File: src/hdl/radio_ctrl_defines.svh
// Settings bus register map and constant values of the radio control plane
`ifndef RADIO_CTRL_DEFINES_SVH
`define RADIO_CTRL_DEFINES_SVH

//////////////////////////////////////////////////
// Settings bus base addresses

`define SR_MISC          8'd0     // Misc control block, 7 slots
`define SR_TIME64        8'd10    // VITA time block, 3 slots

//////////////////////////////////////////////////
// Offsets inside the misc block

`define MISC_SER_OFS     8'd1     // SERDES control lines
`define MISC_ADC_OFS     8'd2     // ADC enables
`define MISC_LED_OFS     8'd3     // Software LED value
`define MISC_PHY_OFS     8'd4     // Ethernet PHY reset

// Slot 5 held the boot flag and stays unused
`define MISC_LEDSRC_OFS  8'd6     // LED source select

//////////////////////////////////////////////////
// Offsets inside the time block

`define TIME_HI_OFS      8'd0     // Upper word, staged only
`define TIME_LO_OFS      8'd1     // Lower word, triggers the load
`define TIME_MODE_OFS    8'd2     // Bit 0 set means load on next PPS

// Bits 4..1 driven by hardware after reset
`define LED_SRC_DEFAULT  8'h1E

// Bump when the control plane changes in an incompatible way
`define COMPAT_MAJOR     16'd8
`define COMPAT_MINOR     16'd2

`endif

File: src/hdl/radio_ctrl_pkg.sv
// Shared settings bus, VITA time and control line types of the radio control plane
package radio_ctrl_pkg;

   //////////////////////////////////////////////////
   // Settings bus

   typedef logic [7:0]  set_addr_t;    // Register address
   typedef logic [31:0] set_data_t;    // Write data, also one readback word

   //////////////////////////////////////////////////
   // Timekeeping

   // Full tick count, upper word first on readback
   typedef logic [63:0] vita_time_t;

   //////////////////////////////////////////////////
   // Control and status

   typedef logic [3:0]  ctrl_nib_t;    // SERDES or ADC control lines
   typedef logic [7:0]  led_vec_t;     // One bit per front panel LED

   // Selects one of the readback words
   typedef logic [3:0]  rb_sel_t;

endpackage

File: src/hdl/misc_ctrl_regs.sv
// Misc control registers with SERDES, ADC, PHY and LED settings plus the LED source mix
`timescale 1ns/100ps
`include "radio_ctrl_defines.svh"

module misc_ctrl_regs (
   input  logic                      dsp_clk,
   input  logic                      por_rst,
   input  logic                      set_stb_i,
   input  radio_ctrl_pkg::set_addr_t set_addr_i,
   input  radio_ctrl_pkg::set_data_t set_data_i,
   input  logic                      clk_status_i,
   input  logic                      serdes_link_up_i,
   input  logic                      run_rx_i,
   input  logic                      run_tx_i,
   output radio_ctrl_pkg::ctrl_nib_t ser_ctrl_o,
   output radio_ctrl_pkg::ctrl_nib_t adc_ctrl_o,
   output logic                      phy_resetn_o,
   output radio_ctrl_pkg::led_vec_t  leds_o,
   output radio_ctrl_pkg::led_vec_t  led_state_o
);
   import radio_ctrl_pkg::*;

   localparam set_addr_t SER_ADDR    = `SR_MISC + `MISC_SER_OFS;
   localparam set_addr_t ADC_ADDR    = `SR_MISC + `MISC_ADC_OFS;
   localparam set_addr_t LED_ADDR    = `SR_MISC + `MISC_LED_OFS;
   localparam set_addr_t PHY_ADDR    = `SR_MISC + `MISC_PHY_OFS;
   localparam set_addr_t LEDSRC_ADDR = `SR_MISC + `MISC_LEDSRC_OFS;

   ctrl_nib_t ser_q;      // enable, prbsen, loopen, rx_en
   ctrl_nib_t adc_q;      // oe_a, on_a, oe_b, on_b
   logic      phy_rst_q;
   led_vec_t  led_sw_q;
   led_vec_t  led_src_q;  // 1 picks hardware, 0 picks software
   led_vec_t  led_hw;
   led_vec_t  led_mix;

   //////////////////////////////////////////////////
   // Register writes

   always_ff @(posedge dsp_clk) begin
      if (por_rst) begin
         ser_q     <= '0;
         adc_q     <= '0;
         phy_rst_q <= 1'b0;
         led_sw_q  <= '0;
         led_src_q <= `LED_SRC_DEFAULT;
      end else if (set_stb_i) begin
         case (set_addr_i)
            SER_ADDR:    ser_q     <= set_data_i[3:0];
            ADC_ADDR:    adc_q     <= set_data_i[3:0];
            LED_ADDR:    led_sw_q  <= set_data_i[7:0];
            PHY_ADDR:    phy_rst_q <= set_data_i[0];
            LEDSRC_ADDR: led_src_q <= set_data_i[7:0];
            default:     ;   // Not ours
         endcase
      end
   end

   assign ser_ctrl_o   = ser_q;
   assign adc_ctrl_o   = adc_q;
   assign phy_resetn_o = ~phy_rst_q;   // PHY reset pin is active low

   //////////////////////////////////////////////////
   // LED mixing

   // Status lines that may drive the LEDs directly
   assign led_hw = {3'b000,
                    run_tx_i,
                    run_rx_i,
                    clk_status_i,
                    serdes_link_up_i,
                    1'b0};

   // Per bit choice between hardware and software
   assign led_mix = (led_src_q & led_hw) | (~led_src_q & led_sw_q);

   assign leds_o      = led_mix;
   assign led_state_o = led_mix;   // Same value for the readback word

   // Hardware LEDs must come back as soon as reset ends
   a_led_src_default: assert property (
      @(posedge dsp_clk) por_rst |=> (led_src_q == `LED_SRC_DEFAULT)
   ) else $error("LED source not at its default after reset");

endmodule

File: src/hdl/vita_timekeeper.sv
// VITA 64-bit time counter with settings bus load, PPS synchronizer and PPS time latch
`timescale 1ns/100ps
`include "radio_ctrl_defines.svh"

module vita_timekeeper (
   input  logic                       dsp_clk,
   input  logic                       por_rst,
   input  logic                       set_stb_i,
   input  radio_ctrl_pkg::set_addr_t  set_addr_i,
   input  radio_ctrl_pkg::set_data_t  set_data_i,
   input  logic                       pps_i,
   output radio_ctrl_pkg::vita_time_t vita_time_o,
   output radio_ctrl_pkg::vita_time_t vita_time_pps_o,
   output logic                       pps_int_o
);
   import radio_ctrl_pkg::*;

   localparam set_addr_t HI_ADDR   = `SR_TIME64 + `TIME_HI_OFS;
   localparam set_addr_t LO_ADDR   = `SR_TIME64 + `TIME_LO_OFS;
   localparam set_addr_t MODE_ADDR = `SR_TIME64 + `TIME_MODE_OFS;

   set_data_t  hi_stage;
   set_data_t  lo_stage;     // Kept for a PPS armed load
   logic       mode_pps;     // Load waits for the next PPS
   logic       load_armed;
   vita_time_t time_q;
   vita_time_t time_pps_q;
   logic       pps_meta;
   logic       pps_sync;
   logic       pps_prev;
   logic       pps_rise;
   logic       pps_int_q;
   logic       hi_wr;
   logic       lo_wr;
   logic       mode_wr;
   logic       load_imm;
   logic       load_pps;

   assign hi_wr   = set_stb_i && (set_addr_i == HI_ADDR);
   assign lo_wr   = set_stb_i && (set_addr_i == LO_ADDR);
   assign mode_wr = set_stb_i && (set_addr_i == MODE_ADDR);

   //////////////////////////////////////////////////
   // PPS input

   // Two flops against metastability, one more for the edge
   always_ff @(posedge dsp_clk) begin
      if (por_rst) begin
         pps_meta <= 1'b0;
         pps_sync <= 1'b0;
         pps_prev <= 1'b0;
      end else begin
         pps_meta <= pps_i;
         pps_sync <= pps_meta;
         pps_prev <= pps_sync;
      end
   end

   assign pps_rise = pps_sync & ~pps_prev;   // True for one cycle per pulse

   //////////////////////////////////////////////////
   // Load staging

   always_ff @(posedge dsp_clk) begin
      if (por_rst) begin
         hi_stage   <= '0;
         lo_stage   <= '0;
         mode_pps   <= 1'b0;
         load_armed <= 1'b0;
      end else begin
         if (hi_wr)
            hi_stage <= set_data_i;
         if (lo_wr)
            lo_stage <= set_data_i;
         if (mode_wr)
            mode_pps <= set_data_i[0];
         // A new arm wins over a PPS in the same cycle
         if (lo_wr && mode_pps)
            load_armed <= 1'b1;
         else if (pps_rise)
            load_armed <= 1'b0;
      end
   end

   assign load_imm = lo_wr && !mode_pps;
   assign load_pps = pps_rise && load_armed;

   //////////////////////////////////////////////////
   // Tick counter and PPS latch

   always_ff @(posedge dsp_clk) begin
      if (por_rst)
         time_q <= '0;
      else if (load_imm)
         time_q <= {hi_stage, set_data_i};
      else if (load_pps)
         time_q <= {hi_stage, lo_stage};
      else
         time_q <= time_q + 64'd1;
   end

   always_ff @(posedge dsp_clk) begin
      if (por_rst) begin
         time_pps_q <= '0;
         pps_int_q  <= 1'b0;
      end else begin
         pps_int_q <= pps_rise;
         if (pps_rise)
            time_pps_q <= time_q;   // Time before the capture edge
      end
   end

   assign vita_time_o     = time_q;
   assign vita_time_pps_o = time_pps_q;
   assign pps_int_o       = pps_int_q;

   a_pps_int_single: assert property (
      @(posedge dsp_clk) disable iff (por_rst) pps_int_q |=> !pps_int_q
   ) else $error("PPS interrupt held for more than one cycle");

   // Free running count between loads
   a_time_step: assert property (
      @(posedge dsp_clk) disable iff (por_rst)
         !(load_imm || load_pps) |=> (time_q == $past(time_q) + 64'd1)
   ) else $error("Time counter skipped without a load");

endmodule

File: src/hdl/status_readback.sv
// Registered readback mux of compatibility, time and status words
`timescale 1ns/100ps
`include "radio_ctrl_defines.svh"

module status_readback (
   input  logic                       dsp_clk,
   input  logic                       por_rst,
   input  radio_ctrl_pkg::rb_sel_t    rb_sel_i,
   input  radio_ctrl_pkg::vita_time_t vita_time_i,
   input  radio_ctrl_pkg::vita_time_t vita_time_pps_i,
   input  radio_ctrl_pkg::led_vec_t   led_state_i,
   input  logic                       button_i,
   input  logic                       clk_status_i,
   input  logic                       serdes_link_up_i,
   output radio_ctrl_pkg::set_data_t  rb_data_o
);
   import radio_ctrl_pkg::*;

   localparam rb_sel_t RB_COMPAT  = 4'd0;
   localparam rb_sel_t RB_TIME_HI = 4'd1;
   localparam rb_sel_t RB_TIME_LO = 4'd2;
   localparam rb_sel_t RB_STATUS  = 4'd3;
   localparam rb_sel_t RB_PPS_HI  = 4'd4;
   localparam rb_sel_t RB_PPS_LO  = 4'd5;
   localparam rb_sel_t RB_LEDS    = 4'd6;

   set_data_t status_word;
   set_data_t rb_q;

   // Button 13, clock status 11, link up 10
   assign status_word = {18'd0, button_i, 1'b0, clk_status_i, serdes_link_up_i, 10'd0};

   always_ff @(posedge dsp_clk) begin
      if (por_rst) begin
         rb_q <= '0;
      end else begin
         case (rb_sel_i)
            RB_COMPAT:  rb_q <= {`COMPAT_MAJOR, `COMPAT_MINOR};
            RB_TIME_HI: rb_q <= vita_time_i[63:32];
            RB_TIME_LO: rb_q <= vita_time_i[31:0];
            RB_STATUS:  rb_q <= status_word;
            RB_PPS_HI:  rb_q <= vita_time_pps_i[63:32];
            RB_PPS_LO:  rb_q <= vita_time_pps_i[31:0];
            RB_LEDS:    rb_q <= {24'd0, led_state_i};
            default:    rb_q <= '0;
         endcase
      end
   end

   assign rb_data_o = rb_q;

   a_rb_sel_known: assert property (
      @(posedge dsp_clk) disable iff (por_rst) !$isunknown(rb_sel_i)
   ) else $error("Readback select has unknown bits");

endmodule

File: src/hdl/radio_ctrl_top.sv
// Radio DSP clock control plane with misc registers, VITA time and status readback
`timescale 1ns/100ps

module radio_ctrl_top (
   input  logic                      dsp_clk,
   input  logic                      por_rst,
   input  logic                      set_stb_i,
   input  radio_ctrl_pkg::set_addr_t set_addr_i,
   input  radio_ctrl_pkg::set_data_t set_data_i,
   input  logic                      pps_i,
   input  logic                      button_i,
   input  logic                      clk_status_i,
   input  logic                      serdes_link_up_i,
   input  logic                      run_rx_i,
   input  logic                      run_tx_i,
   input  radio_ctrl_pkg::rb_sel_t   rb_sel_i,
   output radio_ctrl_pkg::set_data_t rb_data_o,
   output radio_ctrl_pkg::led_vec_t  leds_o,
   output radio_ctrl_pkg::ctrl_nib_t ser_ctrl_o,
   output radio_ctrl_pkg::ctrl_nib_t adc_ctrl_o,
   output logic                      phy_resetn_o,
   output logic                      pps_int_o
);
   import radio_ctrl_pkg::*;

   vita_time_t vita_time;
   vita_time_t vita_time_pps;   // Time at the last PPS
   led_vec_t   led_state;

   //////////////////////////////////////////////////
   // Settings bus clients

   misc_ctrl_regs u_misc_ctrl_regs (
      .dsp_clk          (dsp_clk),
      .por_rst          (por_rst),
      .set_stb_i        (set_stb_i),
      .set_addr_i       (set_addr_i),
      .set_data_i       (set_data_i),
      .clk_status_i     (clk_status_i),
      .serdes_link_up_i (serdes_link_up_i),
      .run_rx_i         (run_rx_i),
      .run_tx_i         (run_tx_i),
      .ser_ctrl_o       (ser_ctrl_o),
      .adc_ctrl_o       (adc_ctrl_o),
      .phy_resetn_o     (phy_resetn_o),
      .leds_o           (leds_o),
      .led_state_o      (led_state)
   );

   vita_timekeeper u_vita_timekeeper (
      .dsp_clk         (dsp_clk),
      .por_rst         (por_rst),
      .set_stb_i       (set_stb_i),
      .set_addr_i      (set_addr_i),
      .set_data_i      (set_data_i),
      .pps_i           (pps_i),
      .vita_time_o     (vita_time),
      .vita_time_pps_o (vita_time_pps),
      .pps_int_o       (pps_int_o)
   );

   //////////////////////////////////////////////////
   // Readback

   status_readback u_status_readback (
      .dsp_clk          (dsp_clk),
      .por_rst          (por_rst),
      .rb_sel_i         (rb_sel_i),
      .vita_time_i      (vita_time),
      .vita_time_pps_i  (vita_time_pps),
      .led_state_i      (led_state),
      .button_i         (button_i),
      .clk_status_i     (clk_status_i),
      .serdes_link_up_i (serdes_link_up_i),
      .rb_data_o        (rb_data_o)
   );

endmodule

File: config.mk
export PLATFORM = sky130hd
export DESIGN_NAME = radio_ctrl_top
export DESIGN_NICKNAME = d
export VERILOG_FILES = /design/src/hdl/radio_ctrl_pkg.sv /design/src/hdl/misc_ctrl_regs.sv /design/src/hdl/vita_timekeeper.sv /design/src/hdl/status_readback.sv /design/src/hdl/radio_ctrl_top.sv
export VERILOG_INCLUDE_DIRS = /design/src /design/src/hdl
export SDC_FILE = /design/constraint.sdc
export NUM_CORES = 1
export LEC_CHECK = 0
export BUFFER_PORTS_ARGS = -buffer_cell sky130_fd_sc_hd__buf_2
export CAP_MARGIN = 0
export CORE_MARGIN = 10
export CORE_UTILIZATION = 60
export DETAILED_ROUTE_END_ITERATION = 12
export PLACE_DENSITY = 0.8
export SLEW_MARGIN = 20
export SYNTH_ARGS = -nofsm -noshare
export SYNTH_HDL_FRONTEND = slang
export SYNTH_HIERARCHICAL = 1
export SYNTH_SLANG_ARGS = --single-unit
File: constraint.sdc
create_clock -name dsp_clk -period 2.5 [get_ports dsp_clk]
set_input_delay 0.125 -clock dsp_clk [delete_from_list [all_inputs] [get_ports dsp_clk]]
set_output_delay 0.125 -clock dsp_clk [all_outputs]
set_load 0.05 [all_outputs]
==> results_dict.tcl, run 1 <==
set metrics [dict create \
    timing_hold_violations_final 0 \
    hold_path.class "input pin to register" \
    grt_util_met3_pct 5.45 \
    worst_r2r_path_depth 7 \
    fmax_mhz 414 \
    gr-total-overflow 0 \
    finalPower_uw 8700 \
    coreArea_um2 18800 \
    syn_area_um2 11500 \
    postCtsSetupRepairBufs 0 \
    overall_global_routing_resource_usage_pct 25.5 \
    rsz_0062_raised_after_global_routing "true" \
    finClkSkew_ns 0.00882 \
    yosys_register_bits 255 \
    post_synth_cell_types 63 \
    routed_wirelength_mm 34.3 \
    grt_max_degree 110 \
    grt_pass1_wl_mm 54.7 \
    die_width_um 159 \
    setup_violations 0 \
    worst_pin_slew_ns 0.957 \
    syn_avg_cell_area_um2 8.22 \
    clkTransAtPathRegs_ns 0.06 \
    synthTopCellsByArea "dfxtp_1, nand2_1, a21oi_1" \
    drc 0 \
    dr.first_iter.drc_count 1372 \
    grt_antenna_before_repair 0 \
    final_instance_count_without_filler_cells 1807 \
    power.leakage_uw 0.00501 \
    synth_warnings 6 \
    crit-reg2reg-capture "u_vita_timekeeper/vita_time_o[40]$_SDFF_PP0_" \
    holdWs_ns 0.00881 \
    num_io_pins 103 \
    final_max_slew_viol_count 0 \
    dp_cells 1720 \
    power_per_cell_area_nw_per_um2 631 \
    detail_route.first_pass.iterations 6 \
    postSynthNetCount 1459 \
    synth_flop_cell "dfxtp_1" \
    clock_tree.htree_level_count 1 \
    worst-setup-path-type "register to register" \
    critPathMaxFanout 7 \
    period_share_pct 96.5 \
    top_count_cell_post_synth "nand2_1" \
    antenna_cells 0 \
    detail-route-antenna-nets 0 \
    cts_sinks 255 \
    tritoncts_clock_tree "yes" \
    required_ns 2.94 \
    ff2ff_setup_slack_ns 0.09 \
    first_global_vias 10300 \
    die_height_um 159 \
    synthToLayoutAreaGrowth_pct 19.4 \
    worst-endpoint-arrival_ns 2.85 \
    grt.met2_usage_pct 39.1 \
    fin_nets 1581 \
    power.ir.vdd_worst_mv 0.557 \
    finalWorstPathRequiredPeriod_ns 2.41 \
    initial_utilization_pct 61.3 \
    worst_setup_path_startpoint "u_vita_timekeeper/vita_time_o[0]$_SDFF_PP0_" \
    crit-reg2reg-launch "u_vita_timekeeper/vita_time_o[0]$_SDFF_PP0_" \
    cts-root-to-sink-buffers 3 \
    gp_congestion 0.934 \
    vias 11000 \
    synth_enable_flop_cells 0 \
    cap_violations 0 \
    cts.root.buffer_cell "clkbuf_16" \
    die_area_um2 25200 \
    clock_latency_ns 0.53 \
    synth_cells 1405 \
    wl_per_cell_um 19.0 \
    drive_gt1_share_pct 16.4 \
    seq_area_frac_synth_pct 44.2 \
    synth.top_cells.by_count "nand2_1, dfxtp_1, a21oi_1, nor2_1, clkbuf_1" \
    asyncSetResetFlopFracSynth_pct 0 \
    fillers 1407 \
    port_buffers 102 \
    synth_largest_type_area_fraction_pct 44.2 \
    synthDominantAreaCellType "dfxtp_1" \
    detailed_placement_wirelength_estimate_mm 22.7 \
    cp-endpoint "u_vita_timekeeper/vita_time_o[40]$_SDFF_PP0_" \
    worst_slew_margin_rel_pct 36.0 \
    grt_util_met1_pct 36.0 \
    startpoint_type "register" \
    numCtsBuffers 27 \
    worst_setup_path_end_kind "register" \
    status "complete, no violations" \
    avgViaCountPerCell 6.10 \
    fp-row-count 50 \
    highest_utilization_routing_layer_at_the_global_route_stage "met2" \
]
-- final cells by class --
type | count | area, µm² | area share, %
well taps | 260 | 325 | 2.36
clock buffers | 34 | 752 | 5.45
inverters | 13 | 48.8 | 0.354
clock inverters | 15 | 184 | 1.33
repair buffers | 211 | 1470 | 10.6
flip-flops and latches | 255 | 5110 | 37.0
multi-input cells | 1019 | 5900 | 42.8
-- per-layer routing --
metal	wire length [µm]	part of all wire, %
met1	14600	42
met2	15400	45
met3	3690	11
met4	646	1.9
met5	0	0
-- kinds of logic (layout without fill, tap and decap cells) --
group | Yosys count | after routing | share of synthesized area, %
compound gates | 308 | 308 | 17.7
mux | 43 | 43 | 3.88
simple gates | 629 | 629 | 26.2
flops | 255 | 255 | 44.2
fa+ha+maj | 1 | 1 | 0.108
xor+xnor | 38 | 38 | 2.88
buf+inv | 131 | 273 | 5.00
-- registers in the layout, indices dropped and copies added, names as in the netlist, 4 cells and up --
signal	count
u_status_readback/rb_data_o	32
u_vita_timekeeper/lo_stage	32
u_misc_ctrl_regs/adc_ctrl_o	4
u_vita_timekeeper/hi_stage	32
u_vita_timekeeper/vita_time_o	64
u_vita_timekeeper/vita_time_pps_o	64
u_misc_ctrl_regs/ser_ctrl_o	4
u_misc_ctrl_regs/led_src_q	8
u_misc_ctrl_regs/led_sw_q	8
-- where the power goes --
group | switching [µW] | internal, µW | total (µW)
logic | 275 | 149 | 424
clock network | 1650 | 2540 | 4190
registers | 10.8 | 4080 | 4090
-- worst max-delay path: stages (launching register included) --
cell      delay (ns)
dfxtp_1         0.53
ha_1            0.22
buf_4           0.16
nand3_1         0.08
or4_1           0.56
nor4_1          0.43
xnor2_1         0.11
a211oi_1        0.24
-- cells in the final DEF, fill, tap and decap left out, drive strengths merged, types with 4 or more instances in the layout --
cell type    synthesis  layout
a31oi               16      16
o21ai               11      11
buf                 35     173
nor2               104     104
nor3                25      25
and3                 8       8
nor4                24      24
nand2b              38      38
nand3               33      33
dlygate4sd3          0      38
clkbuf              83      34
nand2              298     298
xnor2               33      33
a221oi               5       5
or3                  6       6
inv                 13      14
a222oi              24      24
mux2                14      14
nand4               20      20
o22ai               10      10
and4                11      11
a21oi              141     141
a22o                25      25
nor2b               11      11
a211oi              19      19
and2                16      16
nand3b              11      11
bufinv               0       4
o21a                 4       4
or4                 15      15
mux2i               29      29
a311oi              15      15
clkinv               0       8
o31ai               12      12
xor2                 5       5
dfxtp              255     255
a211o                8       8
-- metrics by stage --
step | setup slack [ns] | util [%] | TNS, ns | cell area, µm²
2_1_floorplan | 0.218 | - | 0 | 11500
3_3_place_gp | 0.117 | 66.2 | 0 | 12500
3_5_place_dp | 0.0387 | 66.2 | 0 | 12500
4_1_cts | 0.0224 | 73.2 | 0 | 13800
5_1_grt | -0.0117 | 73.2 | -0.0223 | 13800
6_report | 0.0871 | 73.2 | 0 | 13800
-- how the worst min path moves through the flow --
stage	from	end	slack, ns	cells after the start
after floorplan	clk_status_i	u_status_readback/rb_data_o[11]$_SDFF_PP0_	0.23	2
after detailed placement	button_i	u_status_readback/rb_data_o[13]$_SDFF_PP0_	0.32	3
final	por_rst	u_vita_timekeeper/vita_time_o[4]$_SDFF_PP0_	0.009	2
after CTS	por_rst	u_vita_timekeeper/vita_time_o[4]$_SDFF_PP0_	0.002	2
after global routing	por_rst	u_vita_timekeeper/vita_time_o[3]$_SDFF_PP0_	0.03	2
after global placement	button_i	u_status_readback/rb_data_o[13]$_SDFF_PP0_	0.33	3
-- timing repair --
| action | in CTS | in global routing |
|---|---|---|
| hold buffers | 38 | 0 |
| resized for setup | 0 | 5 |
| endpoints found under the setup margin | 0 | 13 |
| hold endpoints to repair | 103 | 0 |
No activity file was read; power rests on OpenSTA's default activity.
==> run 2, diff against run 1 <==
- CORE_UTILIZATION: 60 -> 62
- CTS_BUF_LIST: default -> sky130_fd_sc_hd__clkbuf_8
- PLACE_DENSITY: 0.8 -> 0.83
==> run 2 against run 1 <==
Against the previous run: total power fell by 7.8%; die area fell by 2.8%; sequential power barely moved; via count rose by 2.1%; setup slack improved by 0.071 ns; sequential cell count did not move; final cell count rose by 0.22%; fmax rose by 3.0%; critical path depth fell by 2; non-clock buffer count rose by 14; utilization rose by 2.6 points; sequential share of layout area rose by 0.058 points; largest power group is now registers.
==> results_dict.tcl, run 2 (synthesis results as in run 1) <==
set metrics [dict create \
    pre_cts_ws_ns 0.0667 \
    cts-root-to-sink-buffers 3 \
    finalPower_uw 8030 \
    first_global_vias 10500 \
    rsz_0062_raised_after_global_routing "false" \
    grt_antenna_before_repair 1 \
    gr-total-overflow 0 \
    cap_violations 0 \
    multiInputGateArea_um2 5910 \
    worst_pin_slew_ns 0.707 \
    timing_hold_violations_final 0 \
    power.ir.vdd_worst_mv 0.477 \
    status "complete, no violations" \
    required_ns 2.94 \
    postCtsSetupRepairBufs 0 \
    gp_congestion 0.958 \
    fp-row-count 49 \
    die_height_um 156 \
    detail_route.first_pass.iterations 6 \
    routed_wirelength_mm 34.7 \
    detail-route-antenna-nets 0 \
    layout.cells.most_common_list "nand2_1, dfxtp_1, a21oi_1, nor2_1, buf_2" \
    power_per_cell_area_nw_per_um2 583 \
    cts_sinks 255 \
    period_share_pct 93.7 \
    synthToLayoutAreaGrowth_pct 19.2 \
    vias 11300 \
    num_io_pins 103 \
    drc 0 \
    seqCellArea_um2 5100 \
    wl_per_cell_um 19.1 \
    layout_commonest_cell "nand2_1" \
    cts.root.buffer_cell "clkbuf_8" \
    port_buffers 102 \
    worst-setup-path-type "register to register" \
    detailed_placement_wirelength_estimate_mm 23.0 \
    hold_path.class "input pin to register" \
    clock_latency_ns 0.54 \
    final_max_slew_viol_count 0 \
    finClkSkew_ns 0.0154 \
    dr.first_iter.drc_count 1555 \
    tritoncts_clock_tree "yes" \
    numCtsBuffers 41 \
    setup_slack_ns 0.158 \
    clkTransAtPathRegs_ns 0.06 \
    worst_setup_path_end_kind "register" \
    die_width_um 156 \
    initial_utilization_pct 63.6 \
    startpoint_type "register" \
    fin_nets 1609 \
    avgViaCountPerCell 6.22 \
    grt_max_degree 116 \
    critPathMaxFanout 12 \
    power.leakage_uw 0.00508 \
    worst_slew_margin_rel_pct 52.9 \
    fmax_mhz 427 \
    final.setup.tns_ns 0 \
    grt_pass1_wl_mm 54.8 \
    clock_tree.htree_level_count 2 \
    fillers 1352 \
    die_area_um2 24500 \
    overall_global_routing_resource_usage_pct 27.4 \
    finalWorstPathRequiredPeriod_ns 2.34 \
    final_core_util_pct 75.8 \
    coreArea_um2 18100 \
    worst-endpoint-arrival_ns 2.78 \
    drive_gt1_share_pct 17.1 \
    setup_violations 0 \
]
==> run 2: routing by layer <==
metal / wire length (µm) / share of wire (%) / vias up / track usage [%]
met2: 15600 / 45 / 642 / 42.2
met3: 3870 / 11 / 70 / 6.09
li1: - / - / 5269 / -
met5: 0 / 0 / - / 0
met4: 803 / 2.3 / 0 / 9.53
met1: 14400 / 42 / 5280 / 37.3
==> run 2: where the power goes <==
group	internal [µW]	switching [µW]
sequential	4080	8.35
combinational	155	283
clock	1920	1590
==> run 2: worst paths after layout <==
check / start / to / slack, ns / cells past startpoint
worst max-delay path: u_vita_timekeeper/vita_time_o[40]$_SDFF_PP0_ / u_vita_timekeeper/vita_time_o[58]$_SDFF_PP0_ / 0.16 / 5
worst min register to register: u_vita_timekeeper/pps_meta$_SDFF_PP0_ / u_vita_timekeeper/pps_sync$_SDFF_PP0_ / 0.45 / 1
worst max register to register: u_vita_timekeeper/vita_time_o[40]$_SDFF_PP0_ / u_vita_timekeeper/vita_time_o[58]$_SDFF_PP0_ / 0.16 / 5
worst min-delay path: run_tx_i / u_status_readback/rb_data_o[4]$_SDFF_PP0_ / 0.03 / 4
==> run 2: metrics by stage <==
stage | instances | hold WS (ns) | instance area [µm²]
floorplan | 1405 | 0.234 | 11500
global placement | 1698 | 0.325 | 12500
detailed placement | 1698 | 0.332 | 12500
CTS | 1809 | 0.0146 | 13700
global route | 1811 | 0.0613 | 13800
finish | 1811 | 0.0338 | 13800
==> run 2: layout make-up <==
cell class / count / share of cell area (%)
inverters: 13 / 0.355
clock buffers: 54 / 5.40
well taps: 229 / 2.08
clock inverters: 15 / 0.473
flip-flops and latches: 255 / 37.1
repair buffers: 225 / 11.6
diodes: 1 / 0.0182
multi-input cells: 1019 / 42.9
==> run 2: worst max-delay path, cell delays in order (launching register included) <==
cell and delay, ns:
dfxtp_1 0.40, and4_1 0.36, nand4_4 0.15, or4_4 0.64, or4_1 0.42, a311oi_1 0.27
==> run 2: what timing repair did <==
action | CTS | global route
hold endpoints to repair | 130 | 0
gates resized for setup | 0 | 3
endpoints found under the setup margin | 0 | 11
hold buffers | 42 | 0
